--- src/common/apu_pkg.sv ---
package apu_pkg;

	localparam int FREQ_W     = 11; // timer reload width
	localparam int POS_W      = 5;  // 32 nibbles per wave
	localparam int WAVE_BYTES = 16;

	// low address byte of the channel 3 registers
	typedef enum logic [7:0] {
		NR30          = 8'h1A, // dac enable
		NR31          = 8'h1B, // length load
		NR32          = 8'h1C, // volume code
		NR33          = 8'h1D, // freq low byte
		NR34          = 8'h1E, // trigger, length enable, freq high
		WAVE_RAM_BASE = 8'h30  // 8'h30..8'h3F
	} apu_reg_e;

	typedef enum logic [1:0] {
		VOL_MUTE    = 2'd0,
		VOL_FULL    = 2'd1,
		VOL_HALF    = 2'd2, // >> 1
		VOL_QUARTER = 2'd3  // >> 2
	} wave_vol_e;

	typedef enum logic {
		CH_OFF  = 1'b0,
		CH_PLAY = 1'b1
	} ch_state_e;

	typedef struct packed {
		logic       rd;
		logic       wr;
		logic [7:0] addr;
		logic [7:0] wdata;
	} cpu_bus_t;

	typedef struct packed {
		logic              dac_en;   // NR30[7]
		logic [7:0]        len_load; // NR31
		wave_vol_e         vol;      // NR32[6:5]
		logic [FREQ_W-1:0] freq;     // {NR34[2:0], NR33}
		logic              len_en;   // NR34[6]
	} ch3_cfg_t;

endpackage
--- src/logic/wave_channel.sv ---
module wave_channel #(
	parameter int TIMER_DIV = 1
) (
	input  logic              amuk_4mhz,
	input  logic              arst_n,
	input  apu_pkg::cpu_bus_t bus,
	input  logic              len_tick,
	output logic [7:0]        rdata,
	output logic [3:0]        sample,
	output logic              ch3_active
);
	apu_pkg::ch3_cfg_t         cfg;
	logic                      trigger;
	logic                      len_reload;
	logic                      ram_rd;
	logic                      ram_wr;
	logic [3:0]                ram_addr;
	logic [7:0]                wdata;
	logic [7:0]                ram_rdata;
	logic [apu_pkg::POS_W-1:0] position;
	logic [3:0]                raw_sample;

	apu_reg_if u_reg_if (
		.amuk_4mhz  (amuk_4mhz),
		.arst_n     (arst_n),
		.bus        (bus),
		.ch3_active (ch3_active),
		.ram_rdata  (ram_rdata),
		.rdata      (rdata),
		.cfg        (cfg),
		.trigger    (trigger),
		.len_reload (len_reload),
		.ram_rd     (ram_rd),
		.ram_wr     (ram_wr),
		.ram_addr   (ram_addr),
		.wdata      (wdata)
	);

	wave_ram u_wave_ram (
		.amuk_4mhz  (amuk_4mhz),
		.arst_n     (arst_n),
		.ram_rd     (ram_rd),
		.ram_wr     (ram_wr),
		.ram_addr   (ram_addr),
		.wdata      (wdata),
		.position   (position),
		.ram_rdata  (ram_rdata),
		.raw_sample (raw_sample)
	);

	wave_timer #(
		.TIMER_DIV (TIMER_DIV)
	) u_wave_timer (
		.amuk_4mhz  (amuk_4mhz),
		.arst_n     (arst_n),
		.cfg        (cfg),
		.trigger    (trigger),
		.len_reload (len_reload),
		.len_tick   (len_tick),
		.position   (position),
		.ch3_active (ch3_active)
	);

	wave_out u_wave_out (
		.amuk_4mhz  (amuk_4mhz),
		.arst_n     (arst_n),
		.raw_sample (raw_sample),
		.vol        (cfg.vol),
		.ch3_active (ch3_active),
		.sample     (sample)
	);

endmodule

--- src/logic/wave_out.sv ---
module wave_out (
	input  logic               amuk_4mhz,
	input  logic               arst_n,
	input  logic [3:0]         raw_sample,
	input  apu_pkg::wave_vol_e vol,
	input  logic               ch3_active,
	output logic [3:0]         sample
);
	logic [3:0] scaled;

	always_comb begin
		case (vol)
			apu_pkg::VOL_FULL:    scaled = raw_sample;
			apu_pkg::VOL_HALF:    scaled = raw_sample >> 1;
			apu_pkg::VOL_QUARTER: scaled = raw_sample >> 2;
			default:              scaled = '0; // mute
		endcase
	end

	always_ff @(posedge amuk_4mhz or negedge arst_n) begin
		if (!arst_n) begin
			sample <= '0;
		end else begin
			sample <= ch3_active ? scaled : 4'h0; // silent when off
		end
	end

endmodule

--- src/wave/wave_timer.sv ---
module wave_timer #(
	parameter int TIMER_DIV = 1
) (
	input  logic                      amuk_4mhz,
	input  logic                      arst_n,
	input  apu_pkg::ch3_cfg_t         cfg,
	input  logic                      trigger,
	input  logic                      len_reload,
	input  logic                      len_tick,
	output logic [apu_pkg::POS_W-1:0] position,
	output logic                      ch3_active
);
	localparam int PRE_W = (TIMER_DIV > 1) ? $clog2(TIMER_DIV) : 1;
	localparam logic [PRE_W-1:0] PRE_LAST = PRE_W'(TIMER_DIV - 1);
	localparam logic [apu_pkg::FREQ_W-1:0] FREQ_MAX = '1;

	apu_pkg::ch_state_e          state;
	logic [PRE_W-1:0]            pre_cnt;
	logic [apu_pkg::FREQ_W-1:0]  freq_cnt;
	logic [7:0]                  len_cnt;
	logic                        step;
	logic                        len_step;
	logic                        len_done;

	assign step     = state == apu_pkg::CH_PLAY && pre_cnt == PRE_LAST; // prescaler tick
	assign len_step = len_tick && cfg.len_en;
	assign len_done = len_step && len_cnt == 8'hFF; // wrap ends play

	always_ff @(posedge amuk_4mhz or negedge arst_n) begin
		if (!arst_n) begin
			state <= apu_pkg::CH_OFF;
		end else if (!cfg.dac_en) begin
			state <= apu_pkg::CH_OFF; // dac off wins over trigger
		end else if (trigger) begin
			state <= apu_pkg::CH_PLAY;
		end else if (len_done) begin
			state <= apu_pkg::CH_OFF;
		end
	end

	// period is TIMER_DIV * (2048 - freq) cycles per position
	always_ff @(posedge amuk_4mhz or negedge arst_n) begin
		if (!arst_n) begin
			pre_cnt  <= '0;
			freq_cnt <= '0;
			position <= '0;
		end else if (trigger) begin
			pre_cnt  <= '0;
			freq_cnt <= cfg.freq;
			position <= '0;
		end else if (state == apu_pkg::CH_PLAY) begin
			pre_cnt <= (pre_cnt == PRE_LAST) ? '0 : pre_cnt + 1'b1;
			if (step) begin
				if (freq_cnt == FREQ_MAX) begin
					freq_cnt <= cfg.freq; // reload on overflow
					position <= position + 1'b1; // wraps 31 -> 0
				end else begin
					freq_cnt <= freq_cnt + 1'b1;
				end
			end
		end
	end

	always_ff @(posedge amuk_4mhz or negedge arst_n) begin
		if (!arst_n) begin
			len_cnt <= '0;
		end else if (trigger || len_reload) begin
			len_cnt <= cfg.len_load;
		end else if (len_step) begin
			len_cnt <= len_cnt + 1'b1; // counts up to the wrap
		end
	end

	assign ch3_active = state == apu_pkg::CH_PLAY;

endmodule

--- src/wave/wave_ram.sv ---
module wave_ram (
	input  logic                      amuk_4mhz,
	input  logic                      arst_n,
	input  logic                      ram_rd,
	input  logic                      ram_wr,
	input  logic [3:0]                ram_addr,
	input  logic [7:0]                wdata,
	input  logic [apu_pkg::POS_W-1:0] position,
	output logic [7:0]                ram_rdata,
	output logic [3:0]                raw_sample
);
	logic [7:0] mem [apu_pkg::WAVE_BYTES];
	logic [7:0] play_byte;
	logic [3:0] play_nib;

	// cpu port
	always_ff @(posedge amuk_4mhz) begin
		if (ram_wr) begin
			mem[ram_addr] <= wdata;
		end
		if (ram_rd) begin
			ram_rdata <= mem[ram_addr];
		end
	end

	// playback port reads two nibbles per byte
	assign play_byte = mem[position[4:1]];
	assign play_nib  = position[0] ? play_byte[3:0] : play_byte[7:4]; // high nibble first

	always_ff @(posedge amuk_4mhz or negedge arst_n) begin
		if (!arst_n) begin
			raw_sample <= '0;
		end else begin
			raw_sample <= play_nib;
		end
	end

endmodule

--- src/logic/apu_reg_if.sv ---
module apu_reg_if (
	input  logic              amuk_4mhz,
	input  logic              arst_n,
	input  apu_pkg::cpu_bus_t bus,
	input  logic              ch3_active,
	input  logic [7:0]        ram_rdata,
	output logic [7:0]        rdata,
	output apu_pkg::ch3_cfg_t cfg,
	output logic              trigger,
	output logic              len_reload,
	output logic              ram_rd,
	output logic              ram_wr,
	output logic [3:0]        ram_addr,
	output logic [7:0]        wdata
);
	localparam logic [7:0] RAM_BASE = apu_pkg::WAVE_RAM_BASE;

	apu_pkg::ch3_cfg_t cfg_q;
	logic [7:0]        reg_rdata;
	logic [7:0]        rdata_q;
	logic              ram_sel_q;
	logic              in_win;

	assign in_win   = bus.addr[7:4] == RAM_BASE[7:4];
	assign ram_rd   = bus.rd && in_win && !ch3_active; // ram locked while playing
	assign ram_wr   = bus.wr && in_win && !ch3_active;
	assign ram_addr = bus.addr[3:0];
	assign wdata    = bus.wdata;

	assign trigger    = bus.wr && bus.addr == apu_pkg::NR34 && bus.wdata[7];
	assign len_reload = bus.wr && bus.addr == apu_pkg::NR31;

	// cfg carries the value being written this cycle, so a trigger sees new freq
	always_comb begin
		cfg = cfg_q;
		if (bus.wr) begin
			case (bus.addr)
				apu_pkg::NR30: cfg.dac_en   = bus.wdata[7];
				apu_pkg::NR31: cfg.len_load = bus.wdata;
				apu_pkg::NR32: cfg.vol      = apu_pkg::wave_vol_e'(bus.wdata[6:5]);
				apu_pkg::NR33: cfg.freq[7:0] = bus.wdata;
				apu_pkg::NR34: begin
					cfg.freq[10:8] = bus.wdata[2:0];
					cfg.len_en     = bus.wdata[6];
				end
				default: ;
			endcase
		end
	end

	always_comb begin
		case (bus.addr)
			apu_pkg::NR30: reg_rdata = {cfg_q.dac_en, 7'h7F};
			apu_pkg::NR32: reg_rdata = {1'b1, cfg_q.vol, 5'h1F};
			apu_pkg::NR34: reg_rdata = {1'b1, cfg_q.len_en, 6'h3F};
			default:       reg_rdata = 8'hFF; // write-only, unmapped, locked ram
		endcase
	end

	always_ff @(posedge amuk_4mhz or negedge arst_n) begin
		if (!arst_n) begin
			cfg_q     <= '0;
			rdata_q   <= '0;
			ram_sel_q <= 1'b0;
		end else begin
			cfg_q <= cfg;
			if (bus.rd) begin
				rdata_q   <= reg_rdata;
				ram_sel_q <= ram_rd; // held until the next read
			end
		end
	end

	assign rdata = ram_sel_q ? ram_rdata : rdata_q;

endmodule

--- config.mk ---
export PLATFORM = sky130hd
export DESIGN_NAME = wave_channel
export DESIGN_NICKNAME = d
export VERILOG_FILES = /design/src/common/apu_pkg.sv /design/src/logic/wave_channel.sv /design/src/logic/wave_out.sv /design/src/wave/wave_timer.sv /design/src/wave/wave_ram.sv /design/src/logic/apu_reg_if.sv
export SDC_FILE = /design/constraint.sdc
export NUM_CORES = 1
export LEC_CHECK = 0
export BUFFER_PORTS_ARGS = -buffer_cell sky130_fd_sc_hd__buf_2
export CORE_UTILIZATION = 44
export DETAILED_ROUTE_END_ITERATION = 7
export SLEW_MARGIN = 20
export SYNTH_ARGS = -nofsm -noshare
export SYNTH_HDL_FRONTEND = slang
export SYNTH_HIERARCHICAL = 1
export SYNTH_SLANG_ARGS = --single-unit
--- constraint.sdc ---
create_clock -name amuk_4mhz -period 2.5 [get_ports amuk_4mhz]
set_input_delay 0.25 -clock amuk_4mhz [delete_from_list [all_inputs] [get_ports amuk_4mhz]]
set_output_delay 0.25 -clock amuk_4mhz [all_outputs]
set_load 0.05 [all_outputs]
==> results.toml, run 1 <==
[flow_run]
drv_cap = 0

[pwr]
fin_total_pwr_uw = 6991
seqPwrFrac = 0.518
clkPwrFrac = 0.405
power.share.switching = 0.2264
cellPowerDensity_mw_per_mm2 = 663.0
p_leak_uw = 0.003796
intPower_uw = 5409
combPwrFrac = 0.077
ir_drop_mv = 0.3994
p_sw_uw = 1583

[global_route]
grt_pass1_wl_mm = 32.93
grt_use_total = 0.2099
grt_max_degree = 38
grt_pass1_vias = 5327
antenna_found_initial = 1
grt-ovfl-total = 0

[yosys]
yosysTopAreaCell = "edfxtp_1"
yosysMostFrequentCell = "edfxtp_1"
synth_flop_cell = "edfxtp_1"
synth_top_area_frac = 0.4424
syn-num-nets = 574
yosys-top-cells-area = "edfxtp_1, mux4_2, dfrtp_1, mux2_2, nor2_1"
synthCells = 550
yosysSeqAreaShare = 0.6078
async_flop_share = 0.3096
synth_edf_count = 136
synth-seq-cells = 197
synth_common_cells = "edfxtp_1, mux4_2, dfrtp_1, nor2_1, mux2_2"
synth.distinct_cells = 49
synth_area_mm2 = 0.009231
yosys_warnings = 6
syn_avg_cell_area_um2 = 16.78

[sta]
hold_viol_final = 0
final-max-slew-violation-count = 0
min_period_ns = 2.375
setup_viol = 0
clock_skew_ns = 0.01150
fin_crit_sh = 0.9499
rsz0062_at_grt = "false"
tightestPinTransition_ns = 0.8835
max_freq_ghz = 0.4211
relSlewSlack = 0.4089
finalSetupTns_ns = 0
fin_ws_ns = 0.1252

[floorplanning]
initial_core_util = 0.4519
die_w_um = 146.8
num_rows = 52
num_io_pins = 34
design.die.area_mm2 = 0.02156
core_area_mm2 = 0.02043
fp.dieH_um = 146.8

[worst_setup_path]
r2r_slack_ns = 0.13
start_kind = "flip-flop"
r2r_cells = 5
crit_required_ns = 2.64
timing.rr.end = "u_wave_ram/mem[0][5]"
cp.arrival_ns = 2.52
cp_max_fo = 4
end_kind = "flip-flop"
reg2reg_from = "u_wave_timer/ch3_active"
crit_type = "reg -> reg"
startpoint = "u_wave_timer/ch3_active"

[placed_design]
hpwl_mm = 14.44
pre_cts_slack_ns = 0.006561
gp_congestion = 0.8112
port_buffers = 33

[route]
vias = 5241
drtPass1Iterations = 5
ant_nets = 0
wl_mm = 21.01
avgRoutedWirePerCell_um = 23.68
post-route-drc-count = 0
vias_per_cell = 5.909
drtIter0Drc = 431

[cts]
cts-root-buf = "clkbuf_16"
path_clk_slew_ns = 0.07
clock_latency_ns = 0.44
tritoncts = "yes"
cts_sinks = 197
cts.htree.levels = 4
post_cts_buffers = 0
cts_buffer_depth = 2
cts_buffers = 17

[hold_path]
holdCritPathClass = "in -> reg"
whs_path_depth = 2
hold_end = "u_reg_if/rdata_q[7]"
hp-start = "bus[17]"

[cells_and_area]
diodes = 0
drive_above_1_share = 0.3809
layout.nets = 628
syn_to_final_growth_pct = 14.23

[outcome]
status = "complete, no violations"
==> layout make-up <==
type                       count  area (µm²)
timing repair buffer          79       613.1
multi-input combinational    300        3328
sequential                   197        5612
tap                          270       337.8
inverter                       9       33.78
clock buffer                  17       425.4
fill                        1662        9884
clock inverter                15       195.2
==> sequential cells by signal, summed over array words and instances, names as in the netlist <==
name	flops
u_wave_timer/ch3_active	1
u_wave_ram/raw_sample	4
u_wave_ram/mem	128
u_reg_if/cfg_q	23
u_reg_if/ram_sel_q	1
u_wave_timer/freq_cnt	11
u_wave_ram/ram_rdata	8
u_wave_out/sample	4
u_wave_timer/position	5
u_reg_if/rdata_q	4
u_wave_timer/len_cnt	8
==> worst max-delay path, cell delays in order, from the launching register on <==
cell,delay [ns]
dfrtp_1,0.43
nor4_2,0.37
and2_1,0.33
or3b_2,0.53
nor3_2,0.21
buf_4,0.20
==> logic make-up (layout without fill, tap and decap cells) <==
| kind of cell | Yosys count | count (layout) | synth area share |
|---|---|---|---|
| xor+xnor | 13 | 13 | 0.01233 |
| compound gates | 35 | 35 | 0.02575 |
| fa+ha+maj | 3 | 3 | 0.004067 |
| flops | 197 | 197 | 0.6078 |
| simple gates | 133 | 133 | 0.07875 |
| mux | 116 | 116 | 0.2384 |
| buf+inv | 53 | 120 | 0.03293 |
==> per-layer routing <==
metal,share of wire,wire length [µm],global-route usage
met2,0.46,9616,0.3047
met4,0.014,298,0.06927
met5,0.00052,11,0
met3,0.072,1520,0.05093
met1,0.46,9558,0.3113
==> power by group through the flow <==
stage	combinational, µW	sequential, µW	clock (µW)
finish	537	3620	2830
global route	582	3630	3030
CTS	544	3620	2900
detailed placement	540	3690	0
global placement	523	3690	0
floorplan	369	3670	0
==> how the worst max path moves through the flow <==
stage	end	slack (ns)
2_1_floorplan	u_wave_ram/mem[1][0]	0.01
3_3_place_gp	u_wave_ram/mem[0][2]	0.02
3_5_place_dp	u_wave_out/sample[0]	0.007
4_1_cts	u_wave_ram/mem[0][5]	0.04
5_1_grt	u_wave_ram/mem[0][5]	0.02
6_report	u_wave_ram/mem[0][5]	0.13
==> stage by stage <==
stage | hold slack (ns) | instance area (µm²) | utilization | instances
3_5_place_dp | 0.3892 | 9908 | 0.4850 | 854
4_1_cts | 0.1064 | 10540 | 0.5159 | 887
2_1_floorplan | -0.04559 | 9236 | - | 550
6_report | 0.1162 | 10550 | 0.5162 | 887
5_1_grt | 0.1282 | 10550 | 0.5162 | 887
3_3_place_gp | 0.3731 | 9908 | 0.4850 | 854
==> what timing repair did <==
action / 4_1_cts / 5_1_grt
setup endpoints to repair: 0 / 24
hold endpoints to repair: 33 / 0
hold buffers: 1 / 0
gates resized for setup: 0 / 1
==> layout by cell type, fill, tap and decap left out, types with 3 or more instances in the layout <==
cell type and n:
buf_2 33, a21oi_1 14, edfxtp_1 136, inv_1 9, bufinv_16 3, nor4_1 7
nand2b_1 3, mux4_2 80, a211oi_1 6, dfrtp_1 60, nand3b_1 6, xor2_1 4
nand4_1 6, buf_12 8, nor3_1 12, clkinv_4 3, buf_4 37, and3_1 3
clkbuf_16 17, mux2_2 31, ha_1 3, nand3_1 12, nor2_1 45, inv_6 5
nand2_1 19, and2_1 3, xnor2_1 9, a31oi_1 3, a311oi_1 3, mux2i_1 5
(Power assumes the default switching activity.)
==> run 2: changes to the inputs <==
Settings changed: CORE_UTILIZATION 44 to 56, PLACE_DENSITY from default to 0.76, SETUP_SLACK_MARGIN from default to 0.15.
==> run 2 against run 1 <==
  * Worst setup slack improved by 0.083 ns
  * Clock skew decreased by 0.0035 ns
  * Utilization is 14 points higher
  * Total power rose by 0.27%
  * Register-to-register slack gained 0.08 ns
  * Clock power about the same
  * Maximum frequency grew 3.6%
  * Critical path type unchanged
  * Largest cell class unchanged
==> results.toml, run 2 (synthesis gave the netlist of run 1 again) <==
[outcome]
status = "complete, no violations"

[cells_and_area]
largest_reg_flops = 128
largestRegisters = "u_wave_ram/mem (128), u_reg_if/cfg_q (23), u_wave_timer/freq_cnt (11)"
final_common_cell = "edfxtp_1"
layout_common_cells = "edfxtp_1, mux4_2, dfrtp_1"
multi_input_area_mm2 = 0.003339
final_area_mm2 = 0.01046
drive_above_1_share = 0.3775
top_register = "u_wave_ram/mem"
syn_to_final_growth_pct = 13.26
layout.nets = 623
fillers = 1057
seq_area_mm2 = 0.005613

[sta]
hold_viol_final = 0
finalSetupTns_ns = 0
max_freq_ghz = 0.4363
min_period_ns = 2.292
rsz0062_at_grt = "false"
setup_viol = 0
fin_crit_sh = 0.9168
relSlewSlack = 0.4074
clock_skew_ns = 0.007959
final-max-slew-violation-count = 0
tightestPinTransition_ns = 0.8856

[global_route]
grt_use_total = 0.2828
grt_max_degree = 37
antenna_found_initial = 3
grt-ovfl-total = 0
grt_pass1_vias = 5509
grt_pass1_wl_mm = 33.43

[worst_setup_path]
timing.rr.end = "u_wave_ram/mem[4][6]"
critical_path_depth = 5
crit_required_ns = 2.65
end_kind = "flip-flop"
cp_cell_sequence = "nor4_2 -> and2_4 -> or3b_2 -> nor2_1 -> buf_4"
startpoint = "u_wave_timer/ch3_active"
r2r_cells = 5
r2r_slack_ns = 0.21
path_buf_inv = 1
crit_path_top_delay_cell = "or3b_2"
crit_type = "reg -> reg"
reg2reg_from = "u_wave_timer/ch3_active"
start_kind = "flip-flop"
max_stage_delay_ns = 0.53
cp_max_fo = 5
crit_family = "simple AND/OR/NAND/NOR gates"
endpoint = "u_wave_ram/mem[4][6]"
cp.arrival_ns = 2.44

[floorplanning]
num_io_pins = 34
design.die.area_mm2 = 0.01700
core_area_mm2 = 0.01600
die_w_um = 130.4
initial_core_util = 0.5769
fp.dieH_um = 130.4
num_rows = 46

[route]
vias_per_cell = 6.707
avgRoutedWirePerCell_um = 26.81
drtPass1Iterations = 5
drtIter0Drc = 636
vias = 5560
ant_nets = 0
wl_mm = 22.23
post-route-drc-count = 0

[pwr]
power.share.switching = 0.2165
cellPowerDensity_mw_per_mm2 = 670.5
ir_drop_mv = 0.4754
p_leak_uw = 0.003785
clkPwrFrac = 0.406
p_sw_uw = 1518
seqPwrFrac = 0.517
combPwrFrac = 0.077
intPower_uw = 5492

[hold_path]
whs_path_depth = 2
holdCritPathClass = "in -> reg"

[cts]
cts_buffer_depth = 2
cts_buffers = 17
post_cts_buffers = 0
cts.htree.levels = 4
tritoncts = "yes"
cts_sinks = 197
path_clk_slew_ns = 0.07
cts-root-buf = "clkbuf_16"
clock_latency_ns = 0.43

[placed_design]
gp_congestion = 0.8050
hpwl_mm = 14.10
port_buffers = 33
postPlaceCellArea_mm2 = 0.009813

[flow_run]
drv_cap = 0
==> run 2: cell type report <==
cell class                      instances  area share
Inverter                                9    0.003231
Clock buffer                           26     0.05098
Antenna cell                            1   0.0002393
Multi-Input combinational cell        300      0.3194
Clock inverter                          6    0.008377
Tap cell                              216     0.02585
Timing Repair Buffer                   74     0.05505
Sequential cell                       197      0.5369
==> run 2: power groups by stage <==
stage	registers, µW	logic, µW	clock network, µW
floorplan	3670	370	0
global placement	3690	509	0
detailed placement	3690	526	0
CTS	3620	536	2860
global route	3630	578	2990
finish	3630	540	2840
==> run 2: layer usage <==
| layer | track usage | share of wire |
|---|---|---|
| met1 | 0.3851 | 0.39 |
| met3 | 0.07370 | 0.096 |
| met4 | 0.1082 | 0.027 |
| met2 | 0.4431 | 0.49 |
| met5 | 0 | 0.00081 |
==> run 2: how the worst min path moves through the flow <==
stage	from	slack (ns)	to
after detailed placement	arst_n	0.30	u_wave_out/sample[0]
after floorplan	arst_n	-0.05	u_reg_if/cfg_q[0]
after global placement	arst_n	0.29	u_reg_if/cfg_q[12]
after global routing	bus[17]	0.12	u_reg_if/rdata_q[7]
after CTS	bus[17]	0.11	u_reg_if/rdata_q[7]
final	bus[17]	0.13	u_reg_if/rdata_q[7]
==> run 2: metrics by stage <==
step / instances / worst slack, ns / hold WS (ns) / utilization / power [µW]
final: 829 / 0.2080 / 0.1260 / 0.6534 / 7010
after global routing: 828 / 0.1679 / 0.1201 / 0.6533 / 7195
after CTS: 828 / 0.1891 / 0.1113 / 0.6528 / 7023
after detailed placement: 795 / -0.04471 / 0.2953 / 0.6133 / 4216
after global placement: 795 / 0.05369 / 0.2864 / 0.6133 / 4194
after floorplan: 550 / 0.1077 / -0.04559 / - / 4040
==> run 2: timing repair <==
| action | in CTS | in global routing |
|---|---|---|
| resized for setup | 1 | 2 |
| hold buffers | 1 | 0 |
| endpoints found under the setup margin | 21 | 32 |
| endpoints found under the hold margin | 26 | 0 |
==> run 3: changes to the inputs <==
Settings changed: SYNTH_HIERARCHICAL 1 to default.
==> run 3 against run 2 <==
  * Critical path type unchanged
  * Via count rose by 1.7%
  * Clock skew rose by 0.010 ns
  * Total power fell by 2.1%
==> results.toml, run 3 <==
[sta]
hold_viol_final = 0
final-max-slew-violation-count = 0
rsz0062_at_grt = "false"
hold_ws_ns = 0.1303
relSlewSlack = 0.4960
max_freq_ghz = 0.4512
min_period_ns = 2.216
finalSetupTns_ns = 0
clock_skew_ns = 0.01796
tightestPinTransition_ns = 0.7559
setup_viol = 0
fin_crit_sh = 0.8866

[yosys]
synth_flop_cell = "edfxtp_1"
synth.distinct_cells = 65
yosysMostFrequentCell = "edfxtp_1"
synth_common_cells = "edfxtp_1, mux4_2, dfrtp_1, mux2_2, nor2_1"
synth_edf_count = 136
async_flop_share = 0.3096
syn-num-nets = 573
yosys-top-cells-area = "edfxtp_1, mux4_2, dfrtp_1, mux2_2, nor2_1"
yosys_warnings = 0
syn_avg_cell_area_um2 = 16.88
synthCells = 549
synth_top_area_frac = 0.4407
yosysSeqAreaShare = 0.6054
synth-seq-cells = 197
yosysTopAreaCell = "edfxtp_1"
synth_area_mm2 = 0.009268

[worst_setup_path]
end_kind = "flip-flop"
crit_required_ns = 2.81
max_stage_delay_ns = 0.57
cp.arrival_ns = 2.52
crit_path_top_delay_cell = "mux4_2"
crit_family = "multiplexers"
cp_cell_sequence = "buf_12 -> mux4_2 -> mux4_2 -> mux2_2"
path_buf_inv = 1
start_kind = "flip-flop"
cp_common_cell = "mux4_2"
cp_max_fo = 17
crit_type = "reg -> reg"

[cells_and_area]
diodes = 0
final_util = 0.6645
fillers = 1104
largest_reg_flops = 128
layout_common_cells = "edfxtp_1, mux4_2, dfrtp_1"
largestRegisters = "u_wave_ram.mem (128), u_reg_if.cfg_q (23), u_wave_timer.freq_cnt (11)"
final_area_mm2 = 0.01063
final_common_cell = "edfxtp_1"
drive_above_1_share = 0.3984
syn_to_final_growth_pct = 14.73
top_register = "u_wave_ram.mem"
layout.nets = 646

[global_route]
antenna_found_initial = 1
grt_pass1_wl_mm = 33.33
grt-ovfl-total = 0
grt_pass1_vias = 5720
grt_use_total = 0.2787
grt_max_degree = 36

[route]
wl_mm = 21.73
vias = 5654
avgRoutedWirePerCell_um = 25.54
drtPass1Iterations = 5
drtIter0Drc = 506
post-route-drc-count = 0
vias_per_cell = 6.644
ant_nets = 0

[placed_design]
gp_congestion = 0.8341
port_buffers = 33
hpwl_mm = 14.80
postPlaceCellArea_mm2 = 0.01006

[cts]
tritoncts = "yes"
cts_resized = 0
cts-root-buf = "clkbuf_16"
cts_hold_buf = 1
cts_buffer_depth = 2
post_cts_buffers = 0
path_clk_slew_ns = 0.07
cts_sinks = 197
cts.htree.levels = 4
clock_latency_ns = 0.44
cts_buffers = 17

[pwr]
p_leak_uw = 0.003886
ir_drop_mv = 0.6111
cellPowerDensity_mw_per_mm2 = 645.3

[floorplanning]
core_area_mm2 = 0.01600
design.die.area_mm2 = 0.01707
initial_core_util = 0.5792
die_w_um = 130.6
fp.dieH_um = 130.6
num_io_pins = 34
num_rows = 46

[flow_run]
drv_cap = 0

[hold_path]
holdCritPathClass = "in -> reg"

[outcome]
status = "complete, no violations"
[run 3: changes by cell type in the layout (fill, tap and decap cells not counted), sizes merged, moves of 7 or more]
cell    delta
o21ai      +7
nand2      +9
a21oi      -9
nor3       -7
nor4       -7
buf       +12
nor2      -11
clkbuf     -9
[run 3: final timing paths]
kind / start / to / slack, ns / depth (start not counted)
min reg2reg: u_reg_if.rdata_q[4] / u_reg_if.rdata_q[4] / 0.48 / 1
min in group asynchronous: arst_n / u_reg_if.rdata_q[5] / 0.44 / 2
max in group asynchronous: arst_n / u_wave_timer.len_cnt[3] / 1.42 / 3
min: bus[17] / u_reg_if.rdata_q[5] / 0.13 / 2
max: u_wave_timer.position[1] / u_wave_ram.raw_sample[3] / 0.28 / 4
max reg2reg: u_wave_timer.position[1] / u_wave_ram.raw_sample[3] / 0.28 / 4
[run 3: area by class of cell]
cell class | count | area (µm²) | area share
multi-input cells | 315 | 3527 | 0.3317
clock buffers | 17 | 425.4 | 0.04001
inverters | 5 | 18.77 | 0.001765
well taps | 216 | 270.3 | 0.02542
clock inverters | 15 | 138.9 | 0.01306
repair buffers | 86 | 640.6 | 0.06025
flip-flops and latches | 197 | 5612 | 0.5278
[run 3: cell families after synthesis]
group	count (synthesis)	share of synthesized area
DFF	197	0.6054
and+or+nand+nor	134	0.08006
muxes	125	0.2485
AOI/OAI and AO/OA	41	0.03443
buffers and inverters	37	0.01620
xor gates and xnor gates	12	0.01134
adders and majority gates	3	0.004051
[run 3: where the power goes]
group	internal (µW)	switching (µW)	leakage, µW
Sequential	3570	74.6	0.00199
Clock	1320	1300	0.000269
Combinational	278	320	0.00162
Total	5160	1700	0.00389
[run 3: layer usage]
metal	GRT usage	vias up	share of wire
li1	-	2374	-
met1	0.3789	2936	0.40
met2	0.4432	303	0.50
met3	0.06230	41	0.082
met4	0.1089	0	0.023
met5	0	-	0
[run 3: through the flow]
| step | total power (µW) | cells | setup slack (ns) |
|---|---|---|---|
| after floorplan | 4075 | 549 | 0.1756 |
| after global placement | 4279 | 818 | 0.07368 |
| after detailed placement | 4307 | 818 | 0.04648 |
| after CTS | 6902 | 851 | 0.2712 |
| after global routing | 7080 | 851 | 0.2524 |
| final | 6861 | 851 | 0.2836 |
